## config.mk

```make
export PLATFORM = sky130hd
export DESIGN_NAME = gat_bram
export DESIGN_NICKNAME = d
export VERILOG_FILES = /design/src/verilog/gat_bram.sv
export SDC_FILE = /design/constraint.sdc
export NUM_CORES = 1
export LEC_CHECK = 0
export BUFFER_PORTS_ARGS = -buffer_cell sky130_fd_sc_hd__buf_2
export CELL_PAD_IN_SITES_DETAIL_PLACEMENT = 1
export CELL_PAD_IN_SITES_GLOBAL_PLACEMENT = 1
export CORE_ASPECT_RATIO = 2
export CORE_MARGIN = 10
export CORE_UTILIZATION = 48
export CTS_BUF_LIST = sky130_fd_sc_hd__clkbuf_16
export DETAILED_ROUTE_END_ITERATION = 16
export PLACE_DENSITY = 0.8
export SYNTH_ARGS = -nofsm -noshare
export SYNTH_HDL_FRONTEND = slang
export SYNTH_SLANG_ARGS = --single-unit
export TNS_END_PERCENT = 10
```

## constraint.sdc

```tcl
create_clock -name clk -period 1.6 [get_ports clk]
set_input_delay 0 -clock clk [delete_from_list [all_inputs] [get_ports clk]]
set_output_delay 0 -clock clk [all_outputs]
set_load 0.02 [all_outputs]
```

## src/verilog/gat_bram.sv

```systemverilog
/*
 * Simple dual-port block RAM. Port A writes one word per cycle,
 * port B returns the addressed word one clock after the address.
 */
module gat_bram #(
  parameter int WIDTH = 8,
  parameter int DEPTH = 16
) (
  input  logic                     clk,
  input  logic                     wea,
  input  logic [$clog2(DEPTH)-1:0] addra,
  input  logic [WIDTH-1:0]         din,
  input  logic [$clog2(DEPTH)-1:0] addrb,
  output logic [WIDTH-1:0]         doutb
);

  logic [WIDTH-1:0] mem [DEPTH];

  always_ff @(posedge clk) begin
    if (wea) begin
      mem[addra] <= din;
    end
  end

  // Read-first on a same-address collision
  always_ff @(posedge clk) begin
    doutb <= mem[addrb];
  end

endmodule

```

==> reports/metrics.cfg <==
[outcome]
status=finished, final reports clean

[logic_synthesis]
yosys_warnings=0
synth_cells=229
netlist_top_cells_area=edfxtp_1, mux4_2, mux4_1
synth_commonest_cells=edfxtp_1, mux4_2, a22oi_1
synth_most_common_cell=edfxtp_1
yosys_register_bits=136
synth_async_sr_flop_share_pct=0
synth_top_area_share_pct=74.67
syn_area_per_cell_um2=22.48
yosysSeqAreaShare_pct=77.78
synth_nets=247
synth_edf_count=128
synth_top_area_cell=edfxtp_1
yosysUniqueCellTypes=19
synth_area_mm2=0.005147
ys.flop_type=edfxtp_1

[clock_tree]
cts_resized=0
cts_buffer_depth=2
cts-buffers-inserted=17
clock_sinks=136
postCtsSetupRepairBufs=0
cts_root_buffer=clkbuf_16
htreeDepth=4
cts_tree=yes
path_clk_slew_ns=0.06
worstSkewPairLatency_ns=0.41

[timing]
fin_crit_sh_pct=85.90
slew_headroom_pct=72.28
setup_violations=0
fin_skew_ns=0.006027
hold_viol=0
fmax_ghz=0.7276
period_needed_ns=1.374
grt_setup_unrepaired=no
tns_ns=0
slew_violations=0
worstMarginPinSlew_ns=0.4157

[worst_setup_path]
crit_path_start_kind=register
reg2reg_depth=3
worst-path-buf-inv=0
path_cells=mux4_1 -> a22oi_1 -> nand2_1
cp.required_ns=1.88
r2r_start=mem[1][5]$_DFFE_PP_
critPathMaxStageDelay_ns=0.52
cp_slowest_cell=mux4_1
cp.arrival_ns=1.65
crit_path_start=mem[1][5]$_DFFE_PP_
critPathMaxFanout=1
endpoint_kind=register
cp_top_family=multiplexers
cp-endpoint=doutb[5]$_DFF_P_
crit_cells=3
r2r_slack_ns=0.23
reg2reg_to=doutb[5]$_DFF_P_
path_class=register to register

[grt]
grt_pass1_vias=2844
antenna_found_initial=0
grt_max_degree=33
grt_pass1_wl_um=17150
use_met3_pct=4.412
grt_usage_pct=15.10
grt_busiest_layer=met2
grtUsageMet1_pct=16.10
grtUsageMet2_pct=26.75
grt_overflow=0

[die]
core_mm2=0.01048
initial_core_util_pct=49.13
io_pins=26
die_h_um=166.5
fp.dieW_um=93.23
rows=53
dieArea_mm2=0.01552

[placed_design]
dp_hpwl_um=7577
placement.io_buffers=25
gp_congestion=0.7748

[drt]
routed_wl_um=11120
first_pass_iters=4
wire_per_inst_um=24.94
ant_nets=0
num_vias=2517
route.detailed.drc=0
drt_iter0_drc=224
routed_via_density=5.643

[pwr]
power_density_mw_per_mm2=1337
leakage_nw=2.160
ir_worst_vdd_mv=1.036

[hold_path]
min_path_type=input pin to register
min_path_cells=5

[cells_and_area]
fillers=935
syn2layout_area_growth_pct=21.46
multi_input_area_mm2=0.001057
area.sequential_mm2=0.004004
nNetsFinal=314
layout-drive-gt1-share_pct=32.36
diodes=0
fin_util_pct=59.67

[job]
cap_violations=0

-- sequential cells by signal, summed over array words and instances, names as in the netlist --
| register | count |
|---|---|
| mem | 128 |
| doutb | 8 |
-- worst register-to-register path, stage by stage, from the launching register on --
cell,delay (ns)
edfxtp_1,0.38
mux4_1,0.52
a22oi_1,0.24
nand2_1,0.11
-- per-stage QoR --
| step | area [um2] | setup slack, ns | power [W] | hold slack [ns] | instances |
|---|---|---|---|---|---|
| after CTS | 6252 | 0.1997 | 0.008434 | 0.1555 | 446 |
| after global routing | 6252 | 0.1762 | 0.008616 | 0.1721 | 446 |
| final | 6252 | 0.2256 | 0.008359 | 0.1711 | 446 |
| after detailed placement | 5570 | 0.2166 | 0.004488 | 0.3941 | 406 |
| after floorplan | 5147 | 0.1071 | 0.004306 | 0.09887 | 229 |
| after global placement | 5570 | 0.1987 | 0.004466 | 0.3713 | 406 |
-- layout by cell type (no fill, tap or decap), types with 4 or more instances in the layout --
| cell | count |
|---|---|
| buf_2 | 25 |
| dfxtp_1 | 8 |
| nand2_1 | 9 |
| mux4_1 | 14 |
| edfxtp_1 | 128 |
| clkbuf_16 | 17 |
| a22oi_1 | 16 |
| clkinv_4 | 4 |
| dlygate4sd3_1 | 8 |
| mux4_2 | 18 |
| nor3_1 | 4 |
| nor2_1 | 13 |
| buf_4 | 23 |
-- logic make-up after synthesis --
group / after synthesis / synth area share [%]
mux: 32 / 15.02
simple gates: 35 / 3.184
buf+inv: 10 / 1.677
compound gates: 16 / 2.334
flops: 136 / 77.78
-- where the power goes --
| part | switching (W) | total [W] | internal, W |
|---|---|---|---|
| Clock | 0.00148 | 0.00394 | 0.00245 |
| Sequential | 0.0000243 | 0.00401 | 0.00398 |
| Combinational | 0.000238 | 0.000417 | 0.000179 |
-- worst min path at each step --
stage                   from                  end  slack (ns)
finish              addrb[2]     doutb[3]$_DFF_P_        0.17
global route        addra[0]  mem[4][4]$_DFFE_PP_        0.17
CTS                 addra[0]  mem[4][4]$_DFFE_PP_        0.16
detailed placement    din[6]  mem[3][6]$_DFFE_PP_        0.39
global placement      din[4]  mem[6][4]$_DFFE_PP_        0.37
floorplan             din[0]  mem[0][0]$_DFFE_PP_         0.1
-- timing repair --
action                     4_1_cts  5_1_grt
hold endpoints to repair       128        0
setup endpoints to repair        0        0
hold buffers                     8        0
-- per-layer routing --
| layer | share of wire (%) | wire [um] |
|---|---|---|
| met4 | 1.9 | 206 |
| met2 | 57 | 6304 |
| met1 | 38 | 4223 |
| met5 | 0 | 0 |
| met3 | 3.5 | 388 |
-- cell type report --
cell class	instances	area share (%)
flip-flops and latches	136	64.04
multi-input cells	83	16.91
clock buffers	17	6.804
repair buffers	58	6.684
clock inverters	15	2.822
well taps	137	2.742
Note: power is estimated with default switching activity, not from simulation.
