[src/include/gat_consts.svh]
/*
 * Configuration constants for the graph-attention layer core.
 * Include wherever a width or depth is needed; derived depths follow
 * from the base sizes, so only the first block should be edited.
 */
`ifndef GAT_CONSTS_SVH
`define GAT_CONSTS_SVH

// ======================================================================
// Base configuration
// ======================================================================
`define GAT_DATA_W        8
`define GAT_NUM_NODES     16
`define GAT_FEAT_IN       8
`define GAT_FEAT_OUT      4
`define GAT_H_DEPTH       64
`define GAT_COL_W         3
`define GAT_ROW_LEN_W     4
`define GAT_ACC_W         20
`define GAT_RES_W         32
`define GAT_LEAK_SHIFT    3

// ======================================================================
// Derived sizes
// ======================================================================
// W row-major by input feature, a vector appended after it
`define GAT_W_DEPTH       (`GAT_FEAT_IN * `GAT_FEAT_OUT + `GAT_FEAT_OUT)
// WH words plus one score per node
`define GAT_RES_PER_NODE  (`GAT_FEAT_OUT + 1)
`define GAT_RES_DEPTH     (`GAT_NUM_NODES * `GAT_RES_PER_NODE)

`endif
[src/verilog/gat_pkg.sv]
/*
 * Data types shared by the core, the SpMM engine and the attention unit.
 * Sizes come from the constants header.
 */
`include "gat_consts.svh"

package gat_pkg;

  typedef logic signed [`GAT_DATA_W-1:0] data_t;

  // Column index on top, value below
  typedef logic [`GAT_COL_W+`GAT_DATA_W-1:0] h_word_t;

  // Row length on top, last-node flag in bit 0
  typedef logic [`GAT_ROW_LEN_W:0] node_info_t;

  typedef logic signed [`GAT_ACC_W-1:0] acc_t;
  typedef acc_t [`GAT_FEAT_OUT-1:0] wh_vec_t;
  typedef logic signed [`GAT_RES_W-1:0] res_t;

  typedef logic [$clog2(`GAT_H_DEPTH)-1:0]   h_addr_t;
  typedef logic [$clog2(`GAT_NUM_NODES)-1:0] node_addr_t;
  typedef logic [$clog2(`GAT_W_DEPTH)-1:0]   w_addr_t;
  typedef logic [$clog2(`GAT_RES_DEPTH)-1:0] res_addr_t;

endpackage

[src/verilog/dmvm_unit.sv]
/*
 * Attention unit. Snoops the a vector from the weight writes, scores
 * each WH against it with leaky ReLU, and writes WH plus score to the
 * result memory. Raises gat_ready after the flagged node.
 */
`include "gat_consts.svh"

module dmvm_unit (
  input  logic               clk,
  input  logic               rst,
  input  logic               wgt_wea,
  input  gat_pkg::w_addr_t   wgt_addra,
  input  gat_pkg::data_t     wgt_din,
  input  logic               wh_valid,
  input  gat_pkg::wh_vec_t   wh,
  input  logic               wh_last,
  output logic               wh_ready,
  input  logic               load_done,
  output logic               res_wea,
  output gat_pkg::res_addr_t res_addra,
  output gat_pkg::res_t      res_din,
  output logic               gat_ready
);
  import gat_pkg::*;

  localparam int K_W   = $clog2(`GAT_FEAT_OUT);
  localparam int CNT_W = $clog2(`GAT_RES_PER_NODE);
  localparam logic [CNT_W-1:0] CNT_LAST = CNT_W'(`GAT_RES_PER_NODE - 1);
  localparam w_addr_t A_BASE = w_addr_t'(`GAT_FEAT_IN * `GAT_FEAT_OUT);

  typedef enum logic [1:0] {D_IDLE, D_PROD, D_SUM, D_WR} state_t;

  state_t           state;
  logic [CNT_W-1:0] cnt;
  logic             last_q;
  res_addr_t        res_ptr;

  data_t            a_q [`GAT_FEAT_OUT];
  w_addr_t          a_off;
  wh_vec_t          wh_q;
  res_t             prod [`GAT_FEAT_OUT];
  res_t             raw;
  res_t             score;

  // a coefficients sit right after W in the weight space
  assign a_off = wgt_addra - A_BASE;

  always_ff @(posedge clk) begin
    if (wgt_wea && wgt_addra >= A_BASE && a_off < `GAT_FEAT_OUT) begin
      a_q[a_off[K_W-1:0]] <= wgt_din;
    end
  end

  always_comb begin
    raw = '0;
    for (int i = 0; i < `GAT_FEAT_OUT; i++) begin
      raw = raw + prod[i];
    end
  end

  // ======================================================================
  // Score pipeline, products then sum with leaky ReLU
  // ======================================================================
  always_ff @(posedge clk) begin
    if (state == D_IDLE && wh_valid) begin
      wh_q <= wh;
    end
    if (state == D_PROD) begin
      for (int i = 0; i < `GAT_FEAT_OUT; i++) begin
        prod[i] <= res_t'(a_q[i]) * res_t'(wh_q[i]);
      end
    end
    if (state == D_SUM) begin
      score <= raw[`GAT_RES_W-1] ? (raw >>> `GAT_LEAK_SHIFT) : raw;
    end
  end

  // ======================================================================
  // Control and result writes
  // ======================================================================
  always_ff @(posedge clk) begin
    if (rst) begin
      state     <= D_IDLE;
      cnt       <= '0;
      last_q    <= 1'b0;
      res_ptr   <= '0;
      gat_ready <= 1'b0;
    end else begin
      case (state)
        D_IDLE: begin
          if (wh_valid) begin
            last_q <= wh_last;
            state  <= D_PROD;
          end
        end
        D_PROD: state <= D_SUM;
        D_SUM: begin
          cnt   <= '0;
          state <= D_WR;
        end
        D_WR: begin
          res_ptr <= res_ptr + 1'b1;
          if (cnt == CNT_LAST) begin
            state <= D_IDLE;
            if (last_q) begin
              gat_ready <= 1'b1;
            end
          end else begin
            cnt <= cnt + 1'b1;
          end
        end
        default: state <= D_IDLE;
      endcase
      // Dropped flags end the run and rewind the result pointer
      if (!load_done) begin
        gat_ready <= 1'b0;
        res_ptr   <= '0;
      end
    end
  end

  assign wh_ready  = (state == D_IDLE);
  assign res_wea   = (state == D_WR);
  assign res_addra = res_ptr;
  // Features first, score in the last slot
  assign res_din   = (cnt < CNT_W'(`GAT_FEAT_OUT)) ? res_t'(wh_q[cnt[K_W-1:0]]) : score;

endmodule

[config.mk]
export PLATFORM = sky130hd
export DESIGN_NAME = dmvm_unit
export DESIGN_NICKNAME = d
export VERILOG_FILES = /design/src/verilog/gat_pkg.sv /design/src/verilog/dmvm_unit.sv
export VERILOG_INCLUDE_DIRS = /design/src /design/src/include
export SDC_FILE = /design/constraint.sdc
export NUM_CORES = 2
export LEC_CHECK = 0
export ABC_AREA = 1
export BUFFER_PORTS_ARGS = -buffer_cell sky130_fd_sc_hd__buf_2
export CAP_MARGIN = 20
export CELL_PAD_IN_SITES_DETAIL_PLACEMENT = 0
export CELL_PAD_IN_SITES_GLOBAL_PLACEMENT = 2
export CORE_MARGIN = 3
export CORE_UTILIZATION = 36
export CTS_CLUSTER_DIAMETER = 80
export DETAILED_ROUTE_END_ITERATION = 16
export PLACE_DENSITY = 0.83
export SYNTH_ARGS = -nofsm -noshare
export SYNTH_HDL_FRONTEND = slang
export SYNTH_SLANG_ARGS = --single-unit
[constraint.sdc]
create_clock -name clk -period 4.8 [get_ports clk]
set_input_delay 0.24 -clock clk [delete_from_list [all_inputs] [get_ports clk]]
set_output_delay 0.24 -clock clk [all_outputs]
set_load 0.05 [all_outputs]
==> reports/results.ini <==
[status]
status=finished clean

[logic_synthesis]
yosys_warnings=0
netlist_area_um2=37500
ys_seq_area_share_pct=21.2
yosysTopAreaCellShare_pct=30.2
synth_cell_types=47
synthTopCellsByArea=fa_1 (30%), edfxtp_1 (20%), inv_1 (14%)
synth_edf_count=256
yosys.area.top_type=fa_1
netlist_instances=4695
syn_area_per_cell_um2=7.99
ys_ff_latch=270
ys.flop_type=edfxtp_1
synthArstFlopShare_pct=0
syn-num-nets=5609

[floorplan]
start_util_pct=36.6
rows=117
core-area_um2=103000
pin_count=142
die_area_um2=108000
fp.dieW_um=329
die_y_um=329

[min_path]
hold_path_startpoint=wgt_addra[1]
hp-class=input port to flip-flop

[grt]
grt_max_degree=58
antenna_found_initial=9
grt_usage_pct=22.4
grt_remaining_overflow=0
grt_pass1_wl_um=183000
grt_pass1_vias=30335

[setup_path]
end_kind=flip-flop
worstSetupStartpointType=flip-flop
r2r_slack_ns=0.18
critPathRequiredTime_ns=5.18
critPathArrivalTime_ns=5.00
rr_startpoint=wh_q[4]
cp_max_fo=9
path_class=flip-flop to flip-flop
crit_path_start=wh_q[4]

[routing]
wl_um=119000
routed_via_density=4.61
wl_per_cell_um=18.5
first_pass_iters=6
vias=29522
detail-route-antenna-nets=0
drt_iter0_drc=1933
drc=0

[sta]
period_needed_ns=4.62
skew_ns=0.0278
finalSetupTns_ns=0
fin_crit_sh_pct=96.2
relSlewSlack_pct=27.5
hold_viol=0
setup_viol_count_final=0
tightestPinTransition_ns=1.08
slew_viol_final=0
clock.fmax_mhz=216

[cells_and_area]
fillers=10524
drive_gt1_share_pct=10.6
fin_nets=5922
diodes=0
area_delta_synth_final_pct=16.1
final_cells=6410

[placed_design]
place_inst=6184
gp_congestion=0.917
io_buffers=141
dp_hpwl_um=97300

[cts]
cts_made_buffers=44
clockBufferDepth=3
cts_max_level=2
insertion_delay_ns=0.63
cts_tree=done
clkTransAtPathRegs_ns=0.06
cts.sinks=270
clockRootBuffer=clkbuf_16

[job]
drv_cap=0

stage by stage:
stage               worst slack, ns  util, %  hold WS [ns]  area [um^2]
floorplan                     0.336        -         0.309        37500
global placement            -0.0375     39.5         0.416        40600
detailed placement         -0.00445     39.5         0.418        40600
CTS                         0.00532     41.9       0.00191        43000
global route               -0.00109     42.4        0.0124        43600
finish                        0.181     42.4        0.0444        43600
layout make-up:
cell class,count,area [um^2],share of cell area (%)
multi-input cells,2868,23900,54.8
flip-flops and latches,270,7970,18.3
inverters,1389,5220,12.0
repair buffers,435,3310,7.59
well taps,1368,1710,3.93
clock buffers,44,1100,2.53
clock inverters,36,394,0.905
synth_stat cells (42+ instances only):
master,n
a21oi_1,119
clkbuf_1,156
edfxtp_1,256
fa_1,565
ha_1,249
inv_1,1379
nand2_1,1154
nand3_1,96
nor2_1,274
nor3_1,42
o21ai_0,96
xor2_1,70
layer usage:
layer	global-route usage [%]	vias to the layer above	wire, um
li1	-	14284	-
met1	32.0	14479	55500
met2	36.6	647	55000
met3	2.91	112	5780
met4	4.55	0	2340
met5	0	-	0
cells in the final DEF, fill, tap and decap left out, types with 8 or more instances in the layout:
master         netlist  final
inv_6                0     12
o21bai_1             8      8
nand2_2             27     30
nand4_1             32     32
buf_12               1     14
nor2_1             274    269
fa_1               565    563
dfxtp_1             14     13
xnor2_1             37     36
nor3_1              42     39
edfxtp_1           256    256
clkbuf_16            0     44
dlygate4sd3_1        0     86
buf_2                0    141
o21a_1               8      8
nand2_1           1154   1151
o21ai_0             96     92
or2_2                8      8
inv_1             1379   1377
buf_4                1    193
a31oi_1             20     20
nand3_1             96     95
a21o_1              10     10
ha_1               249    240
a21oi_2              1     15
xor2_1              70     67
a21oi_1            119    105
path summary, 6_finish.rpt:
path | cells past startpoint | end
hold reg to reg | 2 | gat_ready
setup / recovery | 17 | prod[0][17]
setup reg to reg | 17 | prod[0][17]
hold / removal | 2 | a_q[0][3]
timing repair:
| action | in CTS | in global routing |
|---|---|---|
| endpoints found under the setup margin | 3 | 46 |
| hold endpoints to repair | 90 | 1 |
| hold buffers | 85 | 1 |
| pin swaps | 0 | 5 |
| setup buffers | 6 | 54 |
| resized for setup | 0 | 50 |
sequential cells by signal (all words and copies together) (netlist names):
register / flops
wh_q: 80
cnt: 3
a_q: 32
state: 2
res_addra: 7
gat_ready: 1
score: 32
prod: 112
last_q: 1
worst max-delay path: stages (launching register included):
cell and delay [ns]:
edfxtp_1 0.62, nand2_1 0.17, inv_1 0.07, fa_1 0.52
fa_1 0.44, fa_1 0.50, inv_1 0.05, fa_1 0.47
inv_1 0.05, ha_1 0.34, a21oi_2 0.19, nor2_1 0.05
nor2_1 0.17, nor2_1 0.08, nor2_1 0.09, o21ai_0 0.14
xor2_1 0.23, buf_4 0.17
cell families (layout without fill, tap and decap cells):
group	Yosys count	count (layout)	synth area share (%)
fa+ha+maj	814	814	38.5
xor+xnor	107	107	2.50
compound gates	278	278	4.06
flops	270	270	21.2
buf+inv	1557	1904	15.7
simple gates	1669	1669	18.0
Power is not shown: default switching activity piles up to over one toggle a cycle in this logic, so the estimate is an artifact.
