**src/include/gat_consts.svh**
```systemverilog
/*
 * Configuration constants for the graph-attention layer core.
 * Include wherever a width or depth is needed; derived depths follow
 * from the base sizes, so only the first block should be edited.
 */
`ifndef GAT_CONSTS_SVH
`define GAT_CONSTS_SVH

// ======================================================================
// Base configuration
// ======================================================================
`define GAT_DATA_W        8
`define GAT_NUM_NODES     16
`define GAT_FEAT_IN       8
`define GAT_FEAT_OUT      4
`define GAT_H_DEPTH       64
`define GAT_COL_W         3
`define GAT_ROW_LEN_W     4
`define GAT_ACC_W         20
`define GAT_RES_W         32
`define GAT_LEAK_SHIFT    3

// ======================================================================
// Derived sizes
// ======================================================================
// W row-major by input feature, a vector appended after it
`define GAT_W_DEPTH       (`GAT_FEAT_IN * `GAT_FEAT_OUT + `GAT_FEAT_OUT)
// WH words plus one score per node
`define GAT_RES_PER_NODE  (`GAT_FEAT_OUT + 1)
`define GAT_RES_DEPTH     (`GAT_NUM_NODES * `GAT_RES_PER_NODE)

`endif
```
**src/verilog/gat_pkg.sv**
```systemverilog
/*
 * Data types shared by the core, the SpMM engine and the attention unit.
 * Sizes come from the constants header.
 */
`include "gat_consts.svh"

package gat_pkg;

  typedef logic signed [`GAT_DATA_W-1:0] data_t;

  // Column index on top, value below
  typedef logic [`GAT_COL_W+`GAT_DATA_W-1:0] h_word_t;

  // Row length on top, last-node flag in bit 0
  typedef logic [`GAT_ROW_LEN_W:0] node_info_t;

  typedef logic signed [`GAT_ACC_W-1:0] acc_t;
  typedef acc_t [`GAT_FEAT_OUT-1:0] wh_vec_t;
  typedef logic signed [`GAT_RES_W-1:0] res_t;

  typedef logic [$clog2(`GAT_H_DEPTH)-1:0]   h_addr_t;
  typedef logic [$clog2(`GAT_NUM_NODES)-1:0] node_addr_t;
  typedef logic [$clog2(`GAT_W_DEPTH)-1:0]   w_addr_t;
  typedef logic [$clog2(`GAT_RES_DEPTH)-1:0] res_addr_t;

endpackage

```
**src/verilog/spmm_engine.sv**
```systemverilog
/*
 * Sparse H times dense W. Walks the nodes in order, reads each row
 * length, then multiply-accumulates every nonzero against its W row.
 * Each finished WH is offered on a valid/ready handshake.
 */
`include "gat_consts.svh"

module spmm_engine (
  input  logic                clk,
  input  logic                rst,
  input  logic                start,
  output gat_pkg::h_addr_t    h_addr,
  input  gat_pkg::h_word_t    h_dout,
  output gat_pkg::node_addr_t info_addr,
  input  gat_pkg::node_info_t info_dout,
  output gat_pkg::w_addr_t    w_addr,
  input  gat_pkg::data_t      w_dout,
  output logic                wh_valid,
  output gat_pkg::wh_vec_t    wh,
  output logic                wh_last,
  input  logic                wh_ready,
  output logic                busy
);
  import gat_pkg::*;

  localparam int K_W = $clog2(`GAT_FEAT_OUT);
  localparam logic [K_W-1:0] K_LAST = K_W'(`GAT_FEAT_OUT - 1);

  typedef enum logic [2:0] {S_IDLE, S_INFO, S_ROW, S_MAC, S_TAIL, S_OUT} state_t;

  state_t                    state;
  node_addr_t                node;
  h_addr_t                   hptr;
  logic [K_W-1:0]            k;
  logic [`GAT_ROW_LEN_W-1:0] rem;
  logic                      last_flag;
  logic                      ran;

  logic                      mac_vld;
  logic [K_W-1:0]            mac_k;
  data_t                     mac_val;
  wh_vec_t                   acc;

  logic [`GAT_COL_W-1:0]     col;
  data_t                     val;
  logic [`GAT_ROW_LEN_W-1:0] row_len;
  logic                      issue;

  assign col     = h_dout[`GAT_COL_W+`GAT_DATA_W-1 -: `GAT_COL_W];
  assign val     = h_dout[`GAT_DATA_W-1:0];
  assign row_len = info_dout[`GAT_ROW_LEN_W:1];

  // One weight read per cycle while a row has nonzeros left
  assign issue = (state == S_MAC) || (state == S_ROW && row_len != '0);

  // Fetch the next H word early so it lands with the next k of 0
  assign h_addr    = (state == S_MAC && k == K_LAST) ? hptr + 1'b1 : hptr;
  assign info_addr = node;
  assign w_addr    = w_addr_t'(col) * w_addr_t'(`GAT_FEAT_OUT) + w_addr_t'(k);

  assign wh_valid = (state == S_OUT);
  assign wh       = acc;
  assign wh_last  = last_flag;
  assign busy     = (state != S_IDLE);

  // ======================================================================
  // Control FSM
  // ======================================================================
  always_ff @(posedge clk) begin
    if (rst) begin
      state     <= S_IDLE;
      node      <= '0;
      hptr      <= '0;
      k         <= '0;
      rem       <= '0;
      last_flag <= 1'b0;
      ran       <= 1'b0;
      mac_vld   <= 1'b0;
    end else begin
      mac_vld <= issue;
      case (state)
        S_IDLE: begin
          // Re-arm only after the done flags have dropped
          if (!start) begin
            ran <= 1'b0;
          end else if (!ran) begin
            node  <= '0;
            hptr  <= '0;
            state <= S_INFO;
          end
        end
        S_INFO: begin
          k     <= '0;
          state <= S_ROW;
        end
        S_ROW: begin
          last_flag <= info_dout[0];
          rem       <= row_len - 1'b1;
          if (row_len == '0) begin
            state <= S_OUT;
          end else begin
            k     <= k + 1'b1;
            state <= S_MAC;
          end
        end
        S_MAC: begin
          if (k == K_LAST) begin
            k    <= '0;
            hptr <= hptr + 1'b1;
            if (rem == '0) begin
              state <= S_TAIL;
            end else begin
              rem <= rem - 1'b1;
            end
          end else begin
            k <= k + 1'b1;
          end
        end
        S_TAIL: begin
          state <= S_OUT;
        end
        S_OUT: begin
          if (wh_ready) begin
            if (last_flag) begin
              ran   <= 1'b1;
              state <= S_IDLE;
            end else begin
              node  <= node + 1'b1;
              state <= S_INFO;
            end
          end
        end
        default: state <= S_IDLE;
      endcase
    end
  end

  // ======================================================================
  // MAC datapath, weight arrives one cycle after its address
  // ======================================================================
  always_ff @(posedge clk) begin
    mac_k   <= k;
    mac_val <= val;
    if (state == S_INFO) begin
      acc <= '0;
    end else if (mac_vld) begin
      acc[mac_k] <= acc[mac_k] + mac_val * w_dout;
    end
  end

endmodule

```
**config.mk**
```make
export PLATFORM = sky130hd
export DESIGN_NAME = spmm_engine
export DESIGN_NICKNAME = d
export VERILOG_FILES = /design/src/verilog/gat_pkg.sv /design/src/verilog/spmm_engine.sv
export VERILOG_INCLUDE_DIRS = /design/src /design/src/include
export SDC_FILE = /design/constraint.sdc
export NUM_CORES = 1
export LEC_CHECK = 0
export ABC_AREA = 1
export BUFFER_PORTS_ARGS = -buffer_cell sky130_fd_sc_hd__clkbuf_2
export CORE_ASPECT_RATIO = 1.25
export CORE_UTILIZATION = 43
export CTS_CLUSTER_DIAMETER = 200
export CTS_CLUSTER_SIZE = 12
export DETAILED_ROUTE_END_ITERATION = 16
export PLACE_DENSITY = 0.64
export SKIP_LAST_GASP = 1
export SLEW_MARGIN = 40
export SYNTH_ARGS = -nofsm -noshare
export SYNTH_HDL_FRONTEND = slang
export SYNTH_SLANG_ARGS = --single-unit
```
**constraint.sdc**
```tcl
create_clock -name clk -period 8.8 [get_ports clk]
set_input_delay 0 -clock clk [delete_from_list [all_inputs] [get_ports clk]]
set_output_delay 0 -clock clk [all_outputs]
set_load 0.05 [all_outputs]
```
==> flow_metrics.tcl <==
set metrics [dict create \
    critPathMaxStageDelay_ns 0.54 \
    viasPerCell 4.95 \
    via_count 7641 \
    final_cell_mix "inv_1, nand2_1, clkbuf_2, dfxtp_1, nor2_1" \
    mappedNetlistNets 1337 \
    grt_pass1_vias 7687 \
    synthAdderAreaFrac 0.271 \
    min_from "h_dout[9]" \
    diodes 0 \
    cp.arrival_ns 6.10 \
    ys_warn_count 0 \
    rsz0062_at_grt "no" \
    fin_crit_sh 0.662 \
    holdPathStages 0 \
    finalSetupViolCount 0 \
    cts_tree "yes" \
    die_area_sq_um 21100 \
    dpl.hpwl_um 18100 \
    cts_buffer_depth 2 \
    crit_fanout 11 \
    yosysUniqueCellTypes 43 \
    worstHoldEndpoint "w_addr[3]" \
    synth_top_area_frac 0.254 \
    max_freq_mhz 172 \
    postSynth.asyncResetShare 0 \
    wire_per_inst_um 15.0 \
    synth_area_leader_cell "dfxtp_1" \
    synth_compound_area_frac 0.123 \
    path_class "flip-flop to flip-flop" \
    grt_pass1_wl_um 38700 \
    detail_route.first_pass.iterations 5 \
    ys_seq_elements 112 \
    drive_gt1_frac 0.130 \
    coreArea_sq_um 20100 \
    grt_max_degree 40 \
    drtIter0Drc 389 \
    cts_inserted_buffers 9 \
    slew_viol_final 0 \
    clkTransAtPathRegs_ns 0.09 \
    die_h_um 162 \
    layout.nets 1435 \
    crit_path_top_delay_cell "a221oi_1" \
    clock_sinks 112 \
    crit_family "adder cells" \
    global_route.usage.total 0.235 \
    drc 0 \
    ff2ff_setup_slack_ns 2.98 \
    critPathLaunchType "flip-flop" \
    initial_core_util 0.439 \
    synth.area.top_cells "dfxtp_1, fa_1, inv_1, nand2_1, ha_1" \
    r2r_end "wh[57]" \
    syn_area_sq_um 8820 \
    hold_violations 0 \
    fin_setup_tns_ns 0 \
    tightest_slew_ns 0.846 \
    portBuffers 119 \
    fin_worst_skew_ns 0.0129 \
    whs_ns 0.0000220 \
    clk_latency_ns 0.37 \
    crit_buf_inv 5 \
    r2r_cells 22 \
    htreeDepth 3 \
    crit_required_ns 9.08 \
    critPathMostFrequentCell "nand2_1" \
    synth_ff_type "dfxtp_1" \
    grt_overflow 0 \
    path_cells "nand2_1 > clkinv_1 > a221oi_1 > fa_1 > inv_1 > fa_1 > inv_1 > fa_1 > inv_1 > fa_1 > ha_1 > ha_1 > a21oi_1 > nand2_1 > nand2_1 > nand2_1 > nand3_1 > nand2_1 > nand2_1 > nand3_1 > nand3_1 > inv_1" \
    fillers 2054 \
    max-slew-margin-rel 0.435 \
    synth-xor-area-share 0.0139 \
    final_common_cell "inv_1" \
    rows 58 \
    die_w_um 130 \
    drv_cap 0 \
    gp_congestion 0.919 \
    finalWirelength_um 23200 \
    cts-root-buf "clkbuf_16" \
    syn_avg_cell_area_sq_um 7.53 \
    status "finished clean" \
    syn_inst 1171 \
    fin_cells 1544 \
    post-route-min-period_ns 5.82 \
    ios 127 \
    ant_nets 0 \
    synth_top_family_by_area "adder cells" \
    placedCellCount 1517 \
    hp-class "input port to output pin" \
    cp-end-kind "flip-flop" \
    reg2reg_from "mac_k[0]" \
    synth_edf_count 0 \
    cts_resized 0 \
    yosysSeqAreaShare 0.254 \
    area_delta_synth_final_pct 13.0 \
    yosys.area_share.simple 0.197 \
    synthMuxAreaShare 0 \
    antenna_found_initial 0 \
]
[stage by stage]
| step | setup WS, ns | instance area (sq um) | utilization |
|---|---|---|---|
| floorplan | 4.07 | 8820 | - |
| detailed placement | 3.05 | 9540 | 0.475 |
| CTS | 3.02 | 9960 | 0.496 |
| global route | 2.60 | 9960 | 0.496 |
| global placement | 3.05 | 9540 | 0.475 |
| finish | 2.98 | 9960 | 0.496 |
[how the worst max path moves through the flow]
| stage | from | endpoint | slack, ns | cells after the start |
|---|---|---|---|---|
| final | mac_k[0] | wh[57] | 2.98 | 22 |
| after global routing | mac_k[0] | wh[9] | 2.60 | 19 |
| after floorplan | mac_k[1] | wh[14] | 4.07 | 23 |
| after global placement | mac_k[0] | wh[57] | 3.05 | 22 |
| after detailed placement | mac_k[0] | wh[57] | 3.05 | 22 |
| after CTS | mac_k[0] | wh[79] | 3.02 | 21 |
[what timing repair did]
item,4_1_cts,5_1_grt
endpoints found under the hold margin,11,0
setup endpoints to repair,0,0
hold buffers,11,0
buffers inserted,0,0
[state kept, by name, indices dropped and copies added, names as in the netlist]
| register | flops |
|---|---|
| mac_val | 8 |
| hptr | 6 |
| k | 2 |
| wh_last | 1 |
| state | 3 |
| mac_vld | 1 |
| info_addr | 4 |
| mac_k | 2 |
| rem | 4 |
| wh | 80 |
| ran | 1 |
[synthesized netlist by cell type, drive strengths merged, types with 21 or more instances]
cell,count
dfxtp,112
fa,88
nand2,215
nor2,102
clkbuf,26
nand3,69
o21ai,80
buf,21
inv,264
ha,50
a21oi,43
[routing by layer]
metal / track usage / vias to the layer above / wire (um)
met5: 0 / - / 0
met4: 0.0677 / 0 / 549
met3: 0.0455 / 37 / 1350
met2: 0.398 / 202 / 11200
met1: 0.302 / 3612 / 10100
li1: - / 3790 / -
[kinds of logic (layout without fill, tap and decap cells)]
| kind of cell | after synthesis | count (layout) |
|---|---|---|
| fa+ha+maj | 138 | 138 |
| compound gates | 183 | 183 |
| flops | 112 | 112 |
| simple gates | 410 | 410 |
| buf+inv | 313 | 416 |
| other cells | 1 | 1 |
| xor+xnor | 14 | 14 |
[layout make-up]
type / instances / area, sq um / area share
clock inverter: 7 / 88.8 / 0.00892
multi-input combinational: 746 / 5340 / 0.535
clock buffer: 9 / 225 / 0.0226
inverter: 266 / 998 / 0.100
timing repair buffer: 134 / 736 / 0.0738
tap: 270 / 338 / 0.0339
sequential: 112 / 2240 / 0.225
Power is not shown: default switching activity piles up to over one toggle a cycle in this logic, so the estimate is an artifact.
